**config.mk**
```make
export PLATFORM = sky130hd
export DESIGN_NAME = core_top
export DESIGN_NICKNAME = d
export VERILOG_FILES = /design/src/rtl/core_pkg.sv /design/src/rtl/register_file.sv /design/src/rtl/decode_stage.sv /design/src/rtl/execute_stage.sv /design/src/rtl/memory_stage.sv /design/src/rtl/core_top.sv
export SDC_FILE = /design/constraint.sdc
export NUM_CORES = 2
export LEC_CHECK = 0
export BUFFER_PORTS_ARGS = -buffer_cell sky130_fd_sc_hd__clkbuf_2
export CAP_MARGIN = 0
export CORE_AREA = 10 10 433 435
export CTS_BUF_LIST = sky130_fd_sc_hd__clkbuf_2
export DETAILED_ROUTE_END_ITERATION = 7
export DIE_AREA = 0 0 443 445
export GPL_TIMING_DRIVEN = 0
export PLACE_DENSITY_LB_ADDON = 0.05
export SLEW_MARGIN = 40
export SYNTH_ARGS = -nofsm -noshare
export SYNTH_HDL_FRONTEND = slang
export SYNTH_SLANG_ARGS = --single-unit
```
**constraint.sdc**
```tcl
create_clock -name clk -period 17.4 [get_ports clk]
set_clock_uncertainty 0.05 [all_clocks]
set_input_delay 2.61 -clock clk [delete_from_list [all_inputs] [get_ports clk]]
set_output_delay 2.61 -clock clk [all_outputs]
set_load 0.02 [all_outputs]
```
**src/rtl/core_pkg.sv**
```systemverilog
`default_nettype none

package core_pkg;

    typedef logic [31:0] word_t;
    typedef logic [4:0]  reg_idx_t;
    typedef logic [2:0]  alu_op_t;

    // alu selectors
    localparam alu_op_t ALU_ADD    = 3'd0;
    localparam alu_op_t ALU_SUB    = 3'd1;
    localparam alu_op_t ALU_AND    = 3'd2;
    localparam alu_op_t ALU_OR     = 3'd3;
    localparam alu_op_t ALU_XOR    = 3'd4;
    localparam alu_op_t ALU_PASS_B = 3'd5;

    // major opcodes
    localparam logic [6:0] OP_REG    = 7'b0110011;
    localparam logic [6:0] OP_IMM    = 7'b0010011;
    localparam logic [6:0] OP_LUI    = 7'b0110111;
    localparam logic [6:0] OP_LOAD   = 7'b0000011;
    localparam logic [6:0] OP_STORE  = 7'b0100011;
    localparam logic [6:0] OP_BRANCH = 7'b1100011;
    localparam logic [6:0] OP_JAL    = 7'b1101111;
    localparam logic [6:0] OP_SYSTEM = 7'b1110011;

    // funct3 values
    localparam logic [2:0] F3_ADD_SUB = 3'b000;
    localparam logic [2:0] F3_XOR     = 3'b100;
    localparam logic [2:0] F3_OR      = 3'b110;
    localparam logic [2:0] F3_AND     = 3'b111;
    localparam logic [2:0] F3_WORD    = 3'b010;
    localparam logic [2:0] F3_BEQ     = 3'b000;
    localparam logic [2:0] F3_BNE     = 3'b001;

    // funct7 values
    localparam logic [6:0] F7_BASE = 7'b0000000;
    localparam logic [6:0] F7_SUB  = 7'b0100000;

    // ecall has a single legal encoding
    localparam word_t INST_ECALL = 32'h0000_0073;

endpackage

`default_nettype wire

```
**src/rtl/register_file.sv**
```systemverilog
`timescale 1ns/1ps
`default_nettype none

module register_file (
    input  wire                     clk,
    input  wire                     rst_n,
    input  wire core_pkg::reg_idx_t rs1_idx,
    input  wire core_pkg::reg_idx_t rs2_idx,
    output core_pkg::word_t         rs1_data,
    output core_pkg::word_t         rs2_data,
    input  wire core_pkg::reg_idx_t rd_idx,
    input  wire                     rd_wen,
    input  wire core_pkg::word_t    rd_data,
    output core_pkg::word_t         gp
);

    // x0 has no storage
    core_pkg::word_t regs [1:31];

    always_ff @(posedge clk) begin
        if (!rst_n) begin
            for (int i = 1; i < 32; i++) begin
                regs[i] <= '0;
            end
        end else if (rd_wen && (rd_idx != 5'd0)) begin
            regs[rd_idx] <= rd_data;
        end
    end

    assign rs1_data = (rs1_idx == 5'd0) ? '0 : regs[rs1_idx];
    assign rs2_data = (rs2_idx == 5'd0) ? '0 : regs[rs2_idx];
    assign gp       = regs[3];

endmodule

`default_nettype wire

```
**src/rtl/decode_stage.sv**
```systemverilog
`timescale 1ns/1ps
`default_nettype none

module decode_stage (
    input  wire                     id_valid,
    input  wire core_pkg::word_t    id_inst,
    input  wire core_pkg::word_t    id_pc,
    input  wire core_pkg::word_t    rs1_data,
    input  wire core_pkg::word_t    rs2_data,
    input  wire core_pkg::reg_idx_t exe_rd,
    input  wire                     exe_rf_wen,
    input  wire core_pkg::reg_idx_t mem_rd,
    input  wire                     mem_rf_wen,
    input  wire core_pkg::reg_idx_t wb_rd,
    input  wire                     wb_rf_wen,
    output core_pkg::reg_idx_t      rs1_idx,
    output core_pkg::reg_idx_t      rs2_idx,
    output logic                    dec_valid,
    output core_pkg::word_t         dec_pc,
    output core_pkg::word_t         dec_op_a,
    output core_pkg::word_t         dec_op_b,
    output core_pkg::word_t         dec_store_data,
    output core_pkg::word_t         dec_imm,
    output core_pkg::alu_op_t       dec_alu_op,
    output core_pkg::reg_idx_t      dec_rd,
    output logic                    dec_rf_wen,
    output logic                    dec_mem_ren,
    output logic                    dec_mem_wen,
    output logic                    dec_branch,
    output logic                    dec_branch_ne,
    output logic                    dec_jal,
    output logic                    dec_exit,
    output logic                    hazard_stall
);

    logic [6:0]      opcode;
    logic [2:0]      funct3;
    logic [6:0]      funct7;
    core_pkg::word_t imm_i, imm_s, imm_b, imm_u, imm_j;
    logic            use_rs1, use_rs2, rf_wen, rs1_busy, rs2_busy;

    function automatic logic pending(input core_pkg::reg_idx_t src,
                                     input core_pkg::reg_idx_t dst, input logic wen);
        return wen && (src != 5'd0) && (src == dst);
    endfunction

    assign opcode  = id_inst[6:0];
    assign funct3  = id_inst[14:12];
    assign funct7  = id_inst[31:25];
    assign rs1_idx = id_inst[19:15];
    assign rs2_idx = id_inst[24:20];
    assign dec_rd  = id_inst[11:7];

    assign imm_i = {{20{id_inst[31]}}, id_inst[31:20]};
    assign imm_s = {{20{id_inst[31]}}, id_inst[31:25], id_inst[11:7]};
    assign imm_b = {{19{id_inst[31]}}, id_inst[31], id_inst[7], id_inst[30:25],
                    id_inst[11:8], 1'b0};
    assign imm_u = {id_inst[31:12], 12'b0};
    assign imm_j = {{11{id_inst[31]}}, id_inst[31], id_inst[19:12], id_inst[20],
                    id_inst[30:21], 1'b0};

    always_comb begin
        use_rs1       = 1'b0;
        use_rs2       = 1'b0;
        rf_wen        = 1'b0;
        dec_op_a      = rs1_data;
        dec_op_b      = rs2_data;
        dec_imm       = '0;
        dec_alu_op    = core_pkg::ALU_ADD;
        dec_mem_ren   = 1'b0;
        dec_mem_wen   = 1'b0;
        dec_branch    = 1'b0;
        dec_branch_ne = 1'b0;
        dec_jal       = 1'b0;
        dec_exit      = 1'b0;
        case (opcode)
            core_pkg::OP_REG: begin
                use_rs1 = 1'b1;
                use_rs2 = 1'b1;
                rf_wen  = 1'b1;
                case ({funct7, funct3})
                    {core_pkg::F7_BASE, core_pkg::F3_ADD_SUB}: dec_alu_op = core_pkg::ALU_ADD;
                    {core_pkg::F7_SUB, core_pkg::F3_ADD_SUB}:  dec_alu_op = core_pkg::ALU_SUB;
                    {core_pkg::F7_BASE, core_pkg::F3_XOR}:     dec_alu_op = core_pkg::ALU_XOR;
                    {core_pkg::F7_BASE, core_pkg::F3_OR}:      dec_alu_op = core_pkg::ALU_OR;
                    {core_pkg::F7_BASE, core_pkg::F3_AND}:     dec_alu_op = core_pkg::ALU_AND;
                    default:                                   rf_wen = 1'b0;
                endcase
            end
            core_pkg::OP_IMM: begin
                // only addi
                use_rs1  = (funct3 == core_pkg::F3_ADD_SUB);
                rf_wen   = (funct3 == core_pkg::F3_ADD_SUB);
                dec_op_b = imm_i;
            end
            core_pkg::OP_LUI: begin
                rf_wen     = 1'b1;
                dec_op_b   = imm_u;
                dec_alu_op = core_pkg::ALU_PASS_B;
            end
            core_pkg::OP_LOAD: begin
                use_rs1     = (funct3 == core_pkg::F3_WORD);
                rf_wen      = (funct3 == core_pkg::F3_WORD);
                dec_mem_ren = (funct3 == core_pkg::F3_WORD);
                dec_op_b    = imm_i;
            end
            core_pkg::OP_STORE: begin
                use_rs1     = (funct3 == core_pkg::F3_WORD);
                use_rs2     = (funct3 == core_pkg::F3_WORD);
                dec_mem_wen = (funct3 == core_pkg::F3_WORD);
                dec_op_b    = imm_s;
            end
            core_pkg::OP_BRANCH: begin
                if (funct3 == core_pkg::F3_BEQ || funct3 == core_pkg::F3_BNE) begin
                    use_rs1       = 1'b1;
                    use_rs2       = 1'b1;
                    dec_branch    = 1'b1;
                    dec_branch_ne = (funct3 == core_pkg::F3_BNE);
                    dec_imm       = imm_b;
                end
            end
            core_pkg::OP_JAL: begin
                // link value is pc + 4 through the adder
                rf_wen   = 1'b1;
                dec_jal  = 1'b1;
                dec_op_a = id_pc;
                dec_op_b = 32'd4;
                dec_imm  = imm_j;
            end
            core_pkg::OP_SYSTEM: dec_exit = (id_inst == core_pkg::INST_ECALL);
            default: ;
        endcase
    end

    assign rs1_busy = pending(rs1_idx, exe_rd, exe_rf_wen) ||
                      pending(rs1_idx, mem_rd, mem_rf_wen) ||
                      pending(rs1_idx, wb_rd, wb_rf_wen);
    assign rs2_busy = pending(rs2_idx, exe_rd, exe_rf_wen) ||
                      pending(rs2_idx, mem_rd, mem_rf_wen) ||
                      pending(rs2_idx, wb_rd, wb_rf_wen);

    assign hazard_stall   = id_valid && ((use_rs1 && rs1_busy) || (use_rs2 && rs2_busy));
    assign dec_valid      = id_valid && !hazard_stall;
    assign dec_rf_wen     = rf_wen && (dec_rd != 5'd0);
    assign dec_pc         = id_pc;
    assign dec_store_data = rs2_data;

endmodule

`default_nettype wire

```
**src/rtl/execute_stage.sv**
```systemverilog
`timescale 1ns/1ps
`default_nettype none

module execute_stage (
    input  wire                    exe_valid,
    input  wire core_pkg::word_t   exe_pc,
    input  wire core_pkg::word_t   exe_op_a,
    input  wire core_pkg::word_t   exe_op_b,
    input  wire core_pkg::word_t   exe_imm,
    input  wire core_pkg::alu_op_t exe_alu_op,
    input  wire                    exe_branch,
    input  wire                    exe_branch_ne,
    input  wire                    exe_jal,
    input  wire core_pkg::word_t   exe_rs1_val,
    input  wire core_pkg::word_t   exe_rs2_val,
    output core_pkg::word_t        alu_out,
    output logic                   branch_taken,
    output core_pkg::word_t        branch_target
);

    logic cond_met;

    always_comb begin
        case (exe_alu_op)
            core_pkg::ALU_SUB:    alu_out = exe_op_a - exe_op_b;
            core_pkg::ALU_AND:    alu_out = exe_op_a & exe_op_b;
            core_pkg::ALU_OR:     alu_out = exe_op_a | exe_op_b;
            core_pkg::ALU_XOR:    alu_out = exe_op_a ^ exe_op_b;
            core_pkg::ALU_PASS_B: alu_out = exe_op_b;
            default:              alu_out = exe_op_a + exe_op_b;
        endcase
    end

    // bne inverts the equality test
    assign cond_met = (exe_rs1_val == exe_rs2_val) ^ exe_branch_ne;

    assign branch_taken  = exe_valid && (exe_jal || (exe_branch && cond_met));
    assign branch_target = exe_pc + exe_imm;

endmodule

`default_nettype wire

```
**src/rtl/memory_stage.sv**
```systemverilog
`timescale 1ns/1ps
`default_nettype none

module memory_stage (
    input  wire                  clk,
    input  wire                  rst_n,
    input  wire                  mem_valid,
    input  wire                  mem_ren,
    input  wire                  mem_wen,
    input  wire core_pkg::word_t mem_addr,
    input  wire core_pkg::word_t mem_store_data,
    input  wire core_pkg::word_t wb_dat_r,
    input  wire                  wb_ack,
    output logic                 wb_cyc,
    output logic                 wb_stb,
    output logic                 wb_we,
    output core_pkg::word_t      wb_adr,
    output core_pkg::word_t      wb_dat_w,
    output core_pkg::word_t      load_data,
    output logic                 mem_stall
);

    typedef enum logic [1:0] {
        IDLE,
        BUS,
        DONE
    } mem_state_t;

    mem_state_t state;
    logic       access;

    assign access    = mem_valid && (mem_ren || mem_wen);
    // done frees the pipeline for exactly one cycle
    assign mem_stall = ((state == IDLE) && access) || (state == BUS);

    always_ff @(posedge clk) begin
        if (!rst_n) begin
            state  <= IDLE;
            wb_cyc <= 1'b0;
            wb_stb <= 1'b0;
        end else begin
            case (state)
                IDLE: begin
                    if (access) begin
                        wb_cyc <= 1'b1;
                        wb_stb <= 1'b1;
                        state  <= BUS;
                    end
                end
                BUS: begin
                    if (wb_ack) begin
                        wb_cyc <= 1'b0;
                        wb_stb <= 1'b0;
                        state  <= DONE;
                    end
                end
                default: state <= IDLE;
            endcase
        end
    end

    // request fields latched at issue, held through the wait
    always_ff @(posedge clk) begin
        if ((state == IDLE) && access) begin
            wb_we    <= mem_wen;
            wb_adr   <= mem_addr;
            wb_dat_w <= mem_store_data;
        end
        if ((state == BUS) && wb_ack) begin
            load_data <= wb_dat_r;
        end
    end

endmodule

`default_nettype wire

```
**src/rtl/core_top.sv**
```systemverilog
`timescale 1ns/1ps
`default_nettype none

module core_top #(
    parameter core_pkg::word_t RESET_PC = 32'h0000_0000
) (
    input  wire                  clk,
    input  wire                  rst_n,
    output core_pkg::word_t      imem_addr,
    input  wire core_pkg::word_t imem_data,
    output logic                 wb_cyc,
    output logic                 wb_stb,
    output logic                 wb_we,
    output core_pkg::word_t      wb_adr,
    output core_pkg::word_t      wb_dat_w,
    input  wire core_pkg::word_t wb_dat_r,
    input  wire                  wb_ack,
    output logic                 exit,
    output core_pkg::word_t      gp
);

    core_pkg::word_t    pc;
    logic               id_valid;
    core_pkg::word_t    id_inst, id_pc;

    core_pkg::reg_idx_t rs1_idx, rs2_idx;
    core_pkg::word_t    rs1_data, rs2_data;
    logic               dec_valid, hazard_stall;
    core_pkg::word_t    dec_pc, dec_op_a, dec_op_b, dec_store_data, dec_imm;
    core_pkg::alu_op_t  dec_alu_op;
    core_pkg::reg_idx_t dec_rd;
    logic dec_rf_wen, dec_mem_ren, dec_mem_wen, dec_branch, dec_branch_ne, dec_jal, dec_exit;

    logic               exe_valid;
    core_pkg::word_t    exe_pc, exe_op_a, exe_op_b, exe_store_data, exe_imm;
    core_pkg::alu_op_t  exe_alu_op;
    core_pkg::reg_idx_t exe_rd;
    logic exe_rf_wen, exe_mem_ren, exe_mem_wen, exe_branch, exe_branch_ne, exe_jal, exe_exit;
    core_pkg::word_t    alu_out, branch_target;
    logic               branch_taken;

    logic               mem_valid, mem_rf_wen, mem_ren, mem_wen, mem_exit, mem_stall;
    core_pkg::reg_idx_t mem_rd;
    core_pkg::word_t    mem_alu_out, mem_store_data, load_data;

    logic               wb_valid, wb_rf_wen, wb_mem_ren, wb_exit;
    core_pkg::reg_idx_t wb_rd;
    core_pkg::word_t    wb_alu_out, wb_load_data, wb_data;

    logic exe_stall, id_stall, if_stall, redirect, freeze;

    assign exe_stall = mem_stall;
    assign id_stall  = exe_stall;
    assign if_stall  = id_stall || hazard_stall;
    // a taken branch waits in exe while memory is busy
    assign redirect  = branch_taken && !exe_stall;
    // retired ecall parks in wb and stops everything behind it
    assign freeze    = exit || (wb_valid && wb_exit);
    assign imem_addr = pc;
    assign wb_data   = wb_mem_ren ? wb_load_data : wb_alu_out;

    always_ff @(posedge clk) begin
        if (!rst_n) begin
            pc        <= RESET_PC;
            id_valid  <= 1'b0;
            exe_valid <= 1'b0;
            mem_valid <= 1'b0;
            wb_valid  <= 1'b0;
            exit      <= 1'b0;
        end else begin
            if (wb_valid && wb_exit) begin
                exit <= 1'b1;
            end
            if (!freeze) begin
                if (redirect) begin
                    pc       <= branch_target;
                    id_valid <= 1'b0;
                end else if (!if_stall) begin
                    pc       <= pc + 32'd4;
                    id_valid <= 1'b1;
                end
                if (!exe_stall) begin
                    exe_valid <= dec_valid && !redirect;
                    mem_valid <= exe_valid;
                end
                wb_valid <= mem_valid && !mem_stall;
            end
        end
    end

    always_ff @(posedge clk) begin
        if (!freeze) begin
            if (!if_stall) begin
                id_inst <= imem_data;
                id_pc   <= pc;
            end
            if (!exe_stall) begin
                exe_pc         <= dec_pc;
                exe_op_a       <= dec_op_a;
                exe_op_b       <= dec_op_b;
                exe_store_data <= dec_store_data;
                exe_imm        <= dec_imm;
                exe_alu_op     <= dec_alu_op;
                exe_rd         <= dec_rd;
                exe_rf_wen     <= dec_rf_wen;
                exe_mem_ren    <= dec_mem_ren;
                exe_mem_wen    <= dec_mem_wen;
                exe_branch     <= dec_branch;
                exe_branch_ne  <= dec_branch_ne;
                exe_jal        <= dec_jal;
                exe_exit       <= dec_exit;
                mem_rd         <= exe_rd;
                mem_rf_wen     <= exe_rf_wen;
                mem_ren        <= exe_mem_ren;
                mem_wen        <= exe_mem_wen;
                mem_alu_out    <= alu_out;
                mem_store_data <= exe_store_data;
                mem_exit       <= exe_exit;
            end
            wb_rd        <= mem_rd;
            wb_rf_wen    <= mem_rf_wen;
            wb_mem_ren   <= mem_ren;
            wb_alu_out   <= mem_alu_out;
            wb_load_data <= load_data;
            wb_exit      <= mem_exit;
        end
    end

    decode_stage u_decode (
        .*,
        .exe_rf_wen (exe_valid && exe_rf_wen),
        .mem_rf_wen (mem_valid && mem_rf_wen),
        .wb_rf_wen  (wb_valid && wb_rf_wen)
    );

    // branch compare uses operand a and the store data, both raw register values
    execute_stage u_execute (
        .*,
        .exe_rs1_val (exe_op_a),
        .exe_rs2_val (exe_store_data)
    );

    memory_stage u_memory (
        .*,
        .mem_valid (mem_valid && !freeze),
        .mem_addr  (mem_alu_out)
    );

    register_file u_regfile (
        .*,
        .rd_idx  (wb_rd),
        .rd_wen  (wb_valid && wb_rf_wen),
        .rd_data (wb_data)
    );

endmodule

`default_nettype wire

```
# After elaboration in Yosys (flattened, before gate mapping)
# Memory sizes are Yosys's and may differ from the RTL's. A register that Yosys moved wholly into a read port is not among the register bits.
# Cells that the tools add are included.
# Widths: inputs -> output; s select.
[totals] ramBits=992 register_bits=521 input_bits=67 n_memories=1 elab_cells=186 output_inout_bits=132
[op_classes] n_addsub=4 mux=35 bitwise_logic=7 reduce_logical=67 eq_ne=31
[mem_list] name="u_regfile.regs" depth=31 width=32 rd=3 rd_ports_with_merged_regs=2 wr=31 line_no="register_file.sv:18" source="core_pkg::word_t regs [1:31];"
[ops] cell="$mux 32" count=8
[ops] cell="$pmux 32 s5" count=1
[ops] cell="$pmux 32 s4" count=1
[ops] cell="$add 32x32->32" count=2
[ops] cell="$pmux 32 s2" count=1
[ops] cell="$add 32x3->32 const B" count=1
[ops] cell="$and 32x32->32" count=1
[ops] cell="$eq 32x32->1" count=1
[ops] cell="$eq 32x7->1 const B" count=1
[ops] cell="$or 32x32->32" count=1
[ops] cell="$reduce_or 32->1" count=1
[ops] cell="$sub 32x32->32" count=1
[ops] cell="$xor 32x32->32" count=1
[ops] cell="$logic_and 1x1->1" count=31
[ops] cell="$eq 10x3->1 const B" count=3
[ops] cell="$eq 5x5->1" count=6
[ops] cell="$eq 7x6->1 const B" count=3
[ops] cell="$eq 7x7->1 const B" count=3
[ops] cell="$reduce_bool 5->1" count=4
[ops] cell="$mux 5" count=3
[ops] cell="$mux 1" count=12
[ops] cell="$pmux 3 s4" count=1
[ops] cell="$logic_or 1x1->1" count=11
[ops] cell="$eq 10x9->1 const B" count=1
[ops] cell="other kinds (26)" count=45

# Longest topological paths before layout
[depth] ltp_word=12 mapped_depth=18 ltp_nobuf=18

# Cells and area by module
# From an unflattened synthesis, not the netlist that was laid out.
[hier_totals] hier_cells=5573 area_unflattened_um2=80343.3
[modules_own_cells] module="register_file" seq_area_each_um2=30749.5 area_each_um2=54242.0 cells_each=3513 instances=1
[modules_own_cells] module="core_top" seq_area_each_um2=12271.8 area_each_um2=14134.8 cells_each=727 instances=1
[modules_own_cells] module="execute_stage" seq_area_each_um2=0.0 area_each_um2=6508.7 cells_each=906 instances=1
[modules_own_cells] module="memory_stage" seq_area_each_um2=2972.9 area_each_um2=3065.4 cells_each=112 instances=1
[modules_own_cells] module="decode_stage" seq_area_each_um2=0.0 area_each_um2=2392.3 cells_each=315 instances=1

# Worst setup path before layout
# Ideal clock, no wire load.
[synth_timing] kind="flip-flop to flip-flop" start="register wb_exit" end="register pc[31], in the netlist imem_addr[31]" setup_ns=0.120 stages_incl_launch_ff=10 t_required_ns=17.230 period_less_slack_ns=10.519 setup_slack_ns=6.881 n_path_buf=1 arrival_time_ns=10.349 cell_sequence="edfxtp_1 -> a21oi_2 -> a31oi_1 -> nand2_1 -> clkinv_1 -> a31o_2 -> clkbuf_1 -> o21ai_0 -> a21oi_1 -> o31a_1"
[synth_via] elab_chain_cells=11 elab_cells_between_ends=14 classes_between="eq/ne: 1; mux: 1; bitwise: 1; reduce/logical: 11"
[synth_rtl] item="from (decl)" line_no="core_top.sv:46" source="logic wb_valid, wb_rf_wen, wb_mem_ren, wb_exit;"
[synth_rtl] item="from (signal assigned)" line_no="core_top.sv:125" source="wb_exit <= mem_exit;"
[synth_rtl] item="$logic_and 1x1->1 (*)" line_no="core_top.sv:58" source="assign freeze = exit || (wb_valid && wb_exit);"
[synth_rtl] item="$logic_or 1x1->1 (*)" line_no="core_top.sv:58"
[synth_rtl] item="$logic_not 1->1" line_no="core_top.sv:145" source=".mem_valid (mem_valid && !freeze),"
[synth_rtl] item="$logic_and 1x1->1" line_no="core_top.sv:145"
[synth_rtl] item="$logic_and 1x1->1" line_no="memory_stage.sv:32" source="assign access = mem_valid && (mem_ren || mem_wen);"
[synth_rtl] item="$logic_and 1x1->1" line_no="memory_stage.sv:34" source="assign mem_stall = ((state == IDLE) && access) || (state == BUS);"
[synth_rtl] item="$logic_or 1x1->1" line_no="memory_stage.sv:34"
[synth_rtl] item="$logic_not 1->1"
[synth_rtl] item="$logic_and 1x1->1" line_no="core_top.sv:56" source="assign redirect = branch_taken && !exe_stall;"
[synth_rtl] item="$ne 2x1->1 (no line)"
[synth_rtl] item="$reduce_and 2->1 (no line)"
[synth_rtl] item="to (signal assigned)" line_no="core_top.sv:76" source="pc <= branch_target;"
[synth_rtl] item="to (signal assigned)" line_no="core_top.sv:79" source="pc <= pc + 32'd4;"
[synth_rtl] item="to (decl)" line_no="core_top.sv:22" source="core_pkg::word_t pc;"
# Mark *: on every way between the ends. The rest lies on a longest branch, timed or not.
# A chain may end at the register's enable or synchronous reset.

# Worst setup path in the final report
[layout_timing] start="register exe_alu_op[1]" end="register mem_alu_out[28], data pin"
[layout_via] elab_chain_cells=2 elab_cells_between_ends=6 classes_between="eq/ne: 5; mux: 1"
[layout_rtl] item="from (decl)" line_no="core_top.sv:36" source="core_pkg::alu_op_t exe_alu_op;"
[layout_rtl] item="from (signal assigned)" line_no="core_top.sv:103" source="exe_alu_op <= dec_alu_op;"
[layout_rtl] item="$eq 3x3->1 (tied with other cells)" line_no="execute_stage.sv:24" source="case (exe_alu_op)"
[layout_rtl] item="$pmux 32 s5 (*)" line_no="execute_stage.sv:24"
[layout_rtl] item="via alu_out[28]" line_no="core_top.sv:39" source="core_pkg::word_t alu_out, branch_target;"
[layout_rtl] item="to (signal assigned)" line_no="core_top.sv:116" source="mem_alu_out <= alu_out;"
[layout_rtl] item="to (decl)" line_no="core_top.sv:44" source="core_pkg::word_t mem_alu_out, mem_store_data, load_data;"
# Mark *: on every way through the listed nets, which the timed path passes. The rest lies on a longest branch.

==> results.sh <==
export IMPL_dp_slack_ns=10.80
export IMPL_totalWireLength_um=291000
export IMPL_io_buffer_count=198
export IMPL_synthArstFlopShare_pct=0
export IMPL_critPathKind="register to register"
export IMPL_antenna_found_initial=11
export IMPL_h_tree_depth=5
export IMPL_ant_nets=0
export IMPL_worstHoldPathCells=0
export IMPL_timing_rr_start="exe_alu_op[1]$_DFFE_PP_"
export IMPL_vdd_ir_drop_max_v=0.0000744
export IMPL_postPlaceCellArea_mm2=0.0827
export IMPL_cts_buffers=419
export IMPL_wl_per_cell_um=33.8
export IMPL_synth_flop_cell="edfxtp_1"
export IMPL_r2r_end="mem_alu_out[28]$_DFFE_PP_"
export IMPL_synth_area_mm2=0.0765
export IMPL_die_x_um=443
export IMPL_dp_hpwl_um=216000
export IMPL_root_buffer="clkbuf_2"
export IMPL_cts_buffer_depth=4
export IMPL_avgSynthCellArea_um2=14.6
export IMPL_vias=51957
export IMPL_cts_setup_buffers=0
export IMPL_synth_top_family_by_area="multiplexers"
export IMPL_clk_latency_ns=1.94
export IMPL_grt_usage_pct=29.0
export IMPL_rsz0062_at_grt="no"
export IMPL_worstPathRequired_ns=18.83
export IMPL_power_density_mw_per_mm2=142
export IMPL_layout_commonest_cell="edfxtp_1"
export IMPL_cts_tree="yes"
export IMPL_synth_xor_area_share_pct=1.59
export IMPL_drc=0
export IMPL_hold_start="mem_store_data[3]$_DFFE_PP_"
export IMPL_synth_distinct_cells=87
export IMPL_coreArea_mm2=0.178
export IMPL_whs_endpoint="u_memory.wb_dat_w[3]$_DFFE_PP_"
export IMPL_rr_worst_depth=15
export IMPL_period_minus_slack_ns=5.73
export IMPL_relSlewSlack_pct=13.9
export IMPL_regArea_mm2=0.0458
export IMPL_grt_pass1_vias=52440
export IMPL_layout_setup_ws_ns=11.67
export IMPL_hold_viol_final=0
export IMPL_netlist_instances=5248
export IMPL_cp_arrival_ns=7.16
export IMPL_setup_tns_ns=0
export IMPL_multi_input_area_mm2=0.0292
export IMPL_r2r_setup_slack_ns=11.67
export IMPL_die_area_mm2=0.197
export IMPL_synth_warnings=0
export IMPL_cts_resized_gates=0
export IMPL_power_static_leakage_nw=32.7
export IMPL_drt_pass1_iterations=8
export IMPL_drt_iter0_drc=6115
export IMPL_core_rowCount=155
export IMPL_mostFrequentLayoutCells="edfxtp_1 (1493), nor2_1 (1125), clkbuf_2 (877)"
export IMPL_cts_hold_buf=0
export IMPL_initial_core_util_pct=42.9
export IMPL_final_core_util_pct=48.4
export IMPL_fmax_ghz=0.175
export IMPL_ios=199
export IMPL_gp_congestion=0.985
export IMPL_viasPerCell=6.03
export IMPL_status="finished clean"
export IMPL_finalSetupViolCount=0
export IMPL_yosysSeqAreaShare_pct=59.9
export IMPL_synth_edf_count=1493
export IMPL_synth_seq_cells=1543
export IMPL_drv_cap=0
export IMPL_fillers=15903
export IMPL_grt_max_degree=59
export IMPL_finalCritPeriodShare_pct=32.9
export IMPL_cts_clk_slew_worst_paths_ns=0.10
export IMPL_nNetsFinal=6163
export IMPL_grt_overflow_total=0
export IMPL_worstSetupEndpointType="register"
export IMPL_synth_mux_area_fraction_pct=20.3
export IMPL_die_y_um=445
export IMPL_synth_compound_area_share_pct=4.23
export IMPL_p_total_mw=12.2
export IMPL_clock_sinks=1543
export IMPL_grt_pass1_wl_um=401000
export IMPL_cp_start_kind="register"
export IMPL_syn2layout_area_growth_pct=12.7
export IMPL_fin_area_mm2=0.0862
export IMPL_drive_gt1_share_pct=29.1
export IMPL_yosys_area_share_simple_pct=8.89
export IMPL_finalMaxSlewViolations=0
export IMPL_min_path_type="register to register"
export IMPL_synthAdderAreaFrac_pct=2.13
export IMPL_cp_max_fo=10
export IMPL_tightest_slew_ns=1.29
-- final cells by class --
class / instances / share of cell area (%)
antenna: 8 / 0.0232
buffer: 438 / 2.16
clock buffer: 599 / 3.48
clock inverter: 113 / 0.544
inverter: 139 / 0.617
multi-input combinational: 3159 / 33.9
sequential: 1543 / 53.2
tap: 2355 / 3.42
timing repair buffer: 267 / 2.71
-- synth_stat cells, drive strengths merged (7+ instances only) --
library cell,number,area [um^2]
a31oi,13,81.3
a21oi,143,723
edfxtp,1493,44800
nand4,24,150
and3,20,125
o221ai,7,61.3
a221oi,16,146
nand3,31,160
o31ai,9,67.6
xor2,59,517
a211oi,25,188
clkbuf,348,1310
ha,127,1590
mux2,15,169
xnor2,80,701
nor4,36,231
mux2i,92,921
o21a,17,128
nor2,1127,4240
a21o,57,428
buf,90,407
o21ai,95,487
or3,7,43.8
nor3b,9,72.6
inv,137,514
mux4,640,14400
o211ai,13,103
nand2b,30,188
nor2b,22,138
o21bai,10,75.1
nor3,56,280
nand2,213,800
dfxtp,50,1000
a22o,12,105
and2,14,87.6
-- cells by family (layout without fill, tap and decap cells) --
family,after synthesis,count (layout)
AO/OA/AOI/OAI,490,490
XOR/XNOR,139,139
adder cells (fa/ha/maj),129,129
buffers and inverters,577,1556
flip-flops,1543,1543
multiplexers,747,747
other,1,40
AND/OR/NAND/NOR,1622,1622
-- per-layer routing --
| layer | up-vias | track usage [%] | routed length, um | part of all wire, % |
|---|---|---|---|---|
| li1 | 21730 | - | - | - |
| met5 | - | 0 | 0 | 0 |
| met1 | 26739 | 35.5 | 108000 | 37 |
| met4 | 0 | 16.5 | 18500 | 6.3 |
| met2 | 2807 | 47.1 | 139000 | 48 |
| met3 | 681 | 6.90 | 26200 | 9.0 |
-- power by group --
part / switching (mW) / leakage, nW / internal, mW / total [mW]
registers: 0.487 / 16.0 / 4.72 / 5.21
clock network: 1.58 / 2.72 / 0.930 / 2.51
logic: 2.90 / 14.0 / 1.59 / 4.49
total: 4.97 / 32.7 / 7.24 / 12.2
-- state kept, by name (all words and copies together), names as in the netlist, 20 cells and up, named ones only --
signal / flops
exe_pc: 32
imem_addr: 32
id_pc: 32
wb_load_data: 32
mem_alu_out: 32
id_inst: 32
u_memory.load_data: 32
exe_op_a: 32
u_regfile.regs: 1024
mem_store_data: 32
exe_imm: 20
exe_store_data: 32
wb_alu_out: 32
u_memory.wb_adr: 32
exe_op_b: 32
u_memory.wb_dat_w: 32
-- metrics by stage --
step | hold slack, ns | instances
floorplan | 0.350 | 5279
global placement | 0.352 | 7832
detailed placement | 0.355 | 7900
CTS | 0.291 | 8612
global route | 0.294 | 8620
finish | 0.297 | 8621
-- worst max-delay path by stage --
| stage | from | endpoint | depth (start not counted) |
|---|---|---|---|
| 3_5_place_dp | rst_n | u_regfile.regs[20][8]$_SDFFCE_PN0P_ | 8 |
| 5_1_grt | exe_alu_op[1]$_DFFE_PP_ | mem_alu_out[28]$_DFFE_PP_ | 15 |
| 2_1_floorplan | wb_exit$_DFFE_PP_ | imem_addr[31]$_SDFFE_PN0P_ | 9 |
| 6_report | exe_alu_op[1]$_DFFE_PP_ | mem_alu_out[28]$_DFFE_PP_ | 15 |
| 3_3_place_gp | wb_exit$_DFFE_PP_ | register | 8 |
| 4_1_cts | exe_alu_op[1]$_DFFE_PP_ | mem_alu_out[28]$_DFFE_PP_ | 15 |
-- critical path, stage by stage (launching register included) --
cell	delay, ns
edfxtp_1	0.44
clkbuf_1	0.24
nand2b_1	0.25
nor2_1	0.60
clkbuf_1	0.54
nor2_1	0.12
xnor2_1	0.16
ha_1	0.35
nor2b_1	0.20
o2111ai_1	0.21
a311oi_1	0.64
o2111ai_1	0.36
a211oi_1	0.51
o21a_1	0.22
o21ai_0	0.09
o311ai_0	0.42
Note: power is estimated with default switching activity, not from simulation.
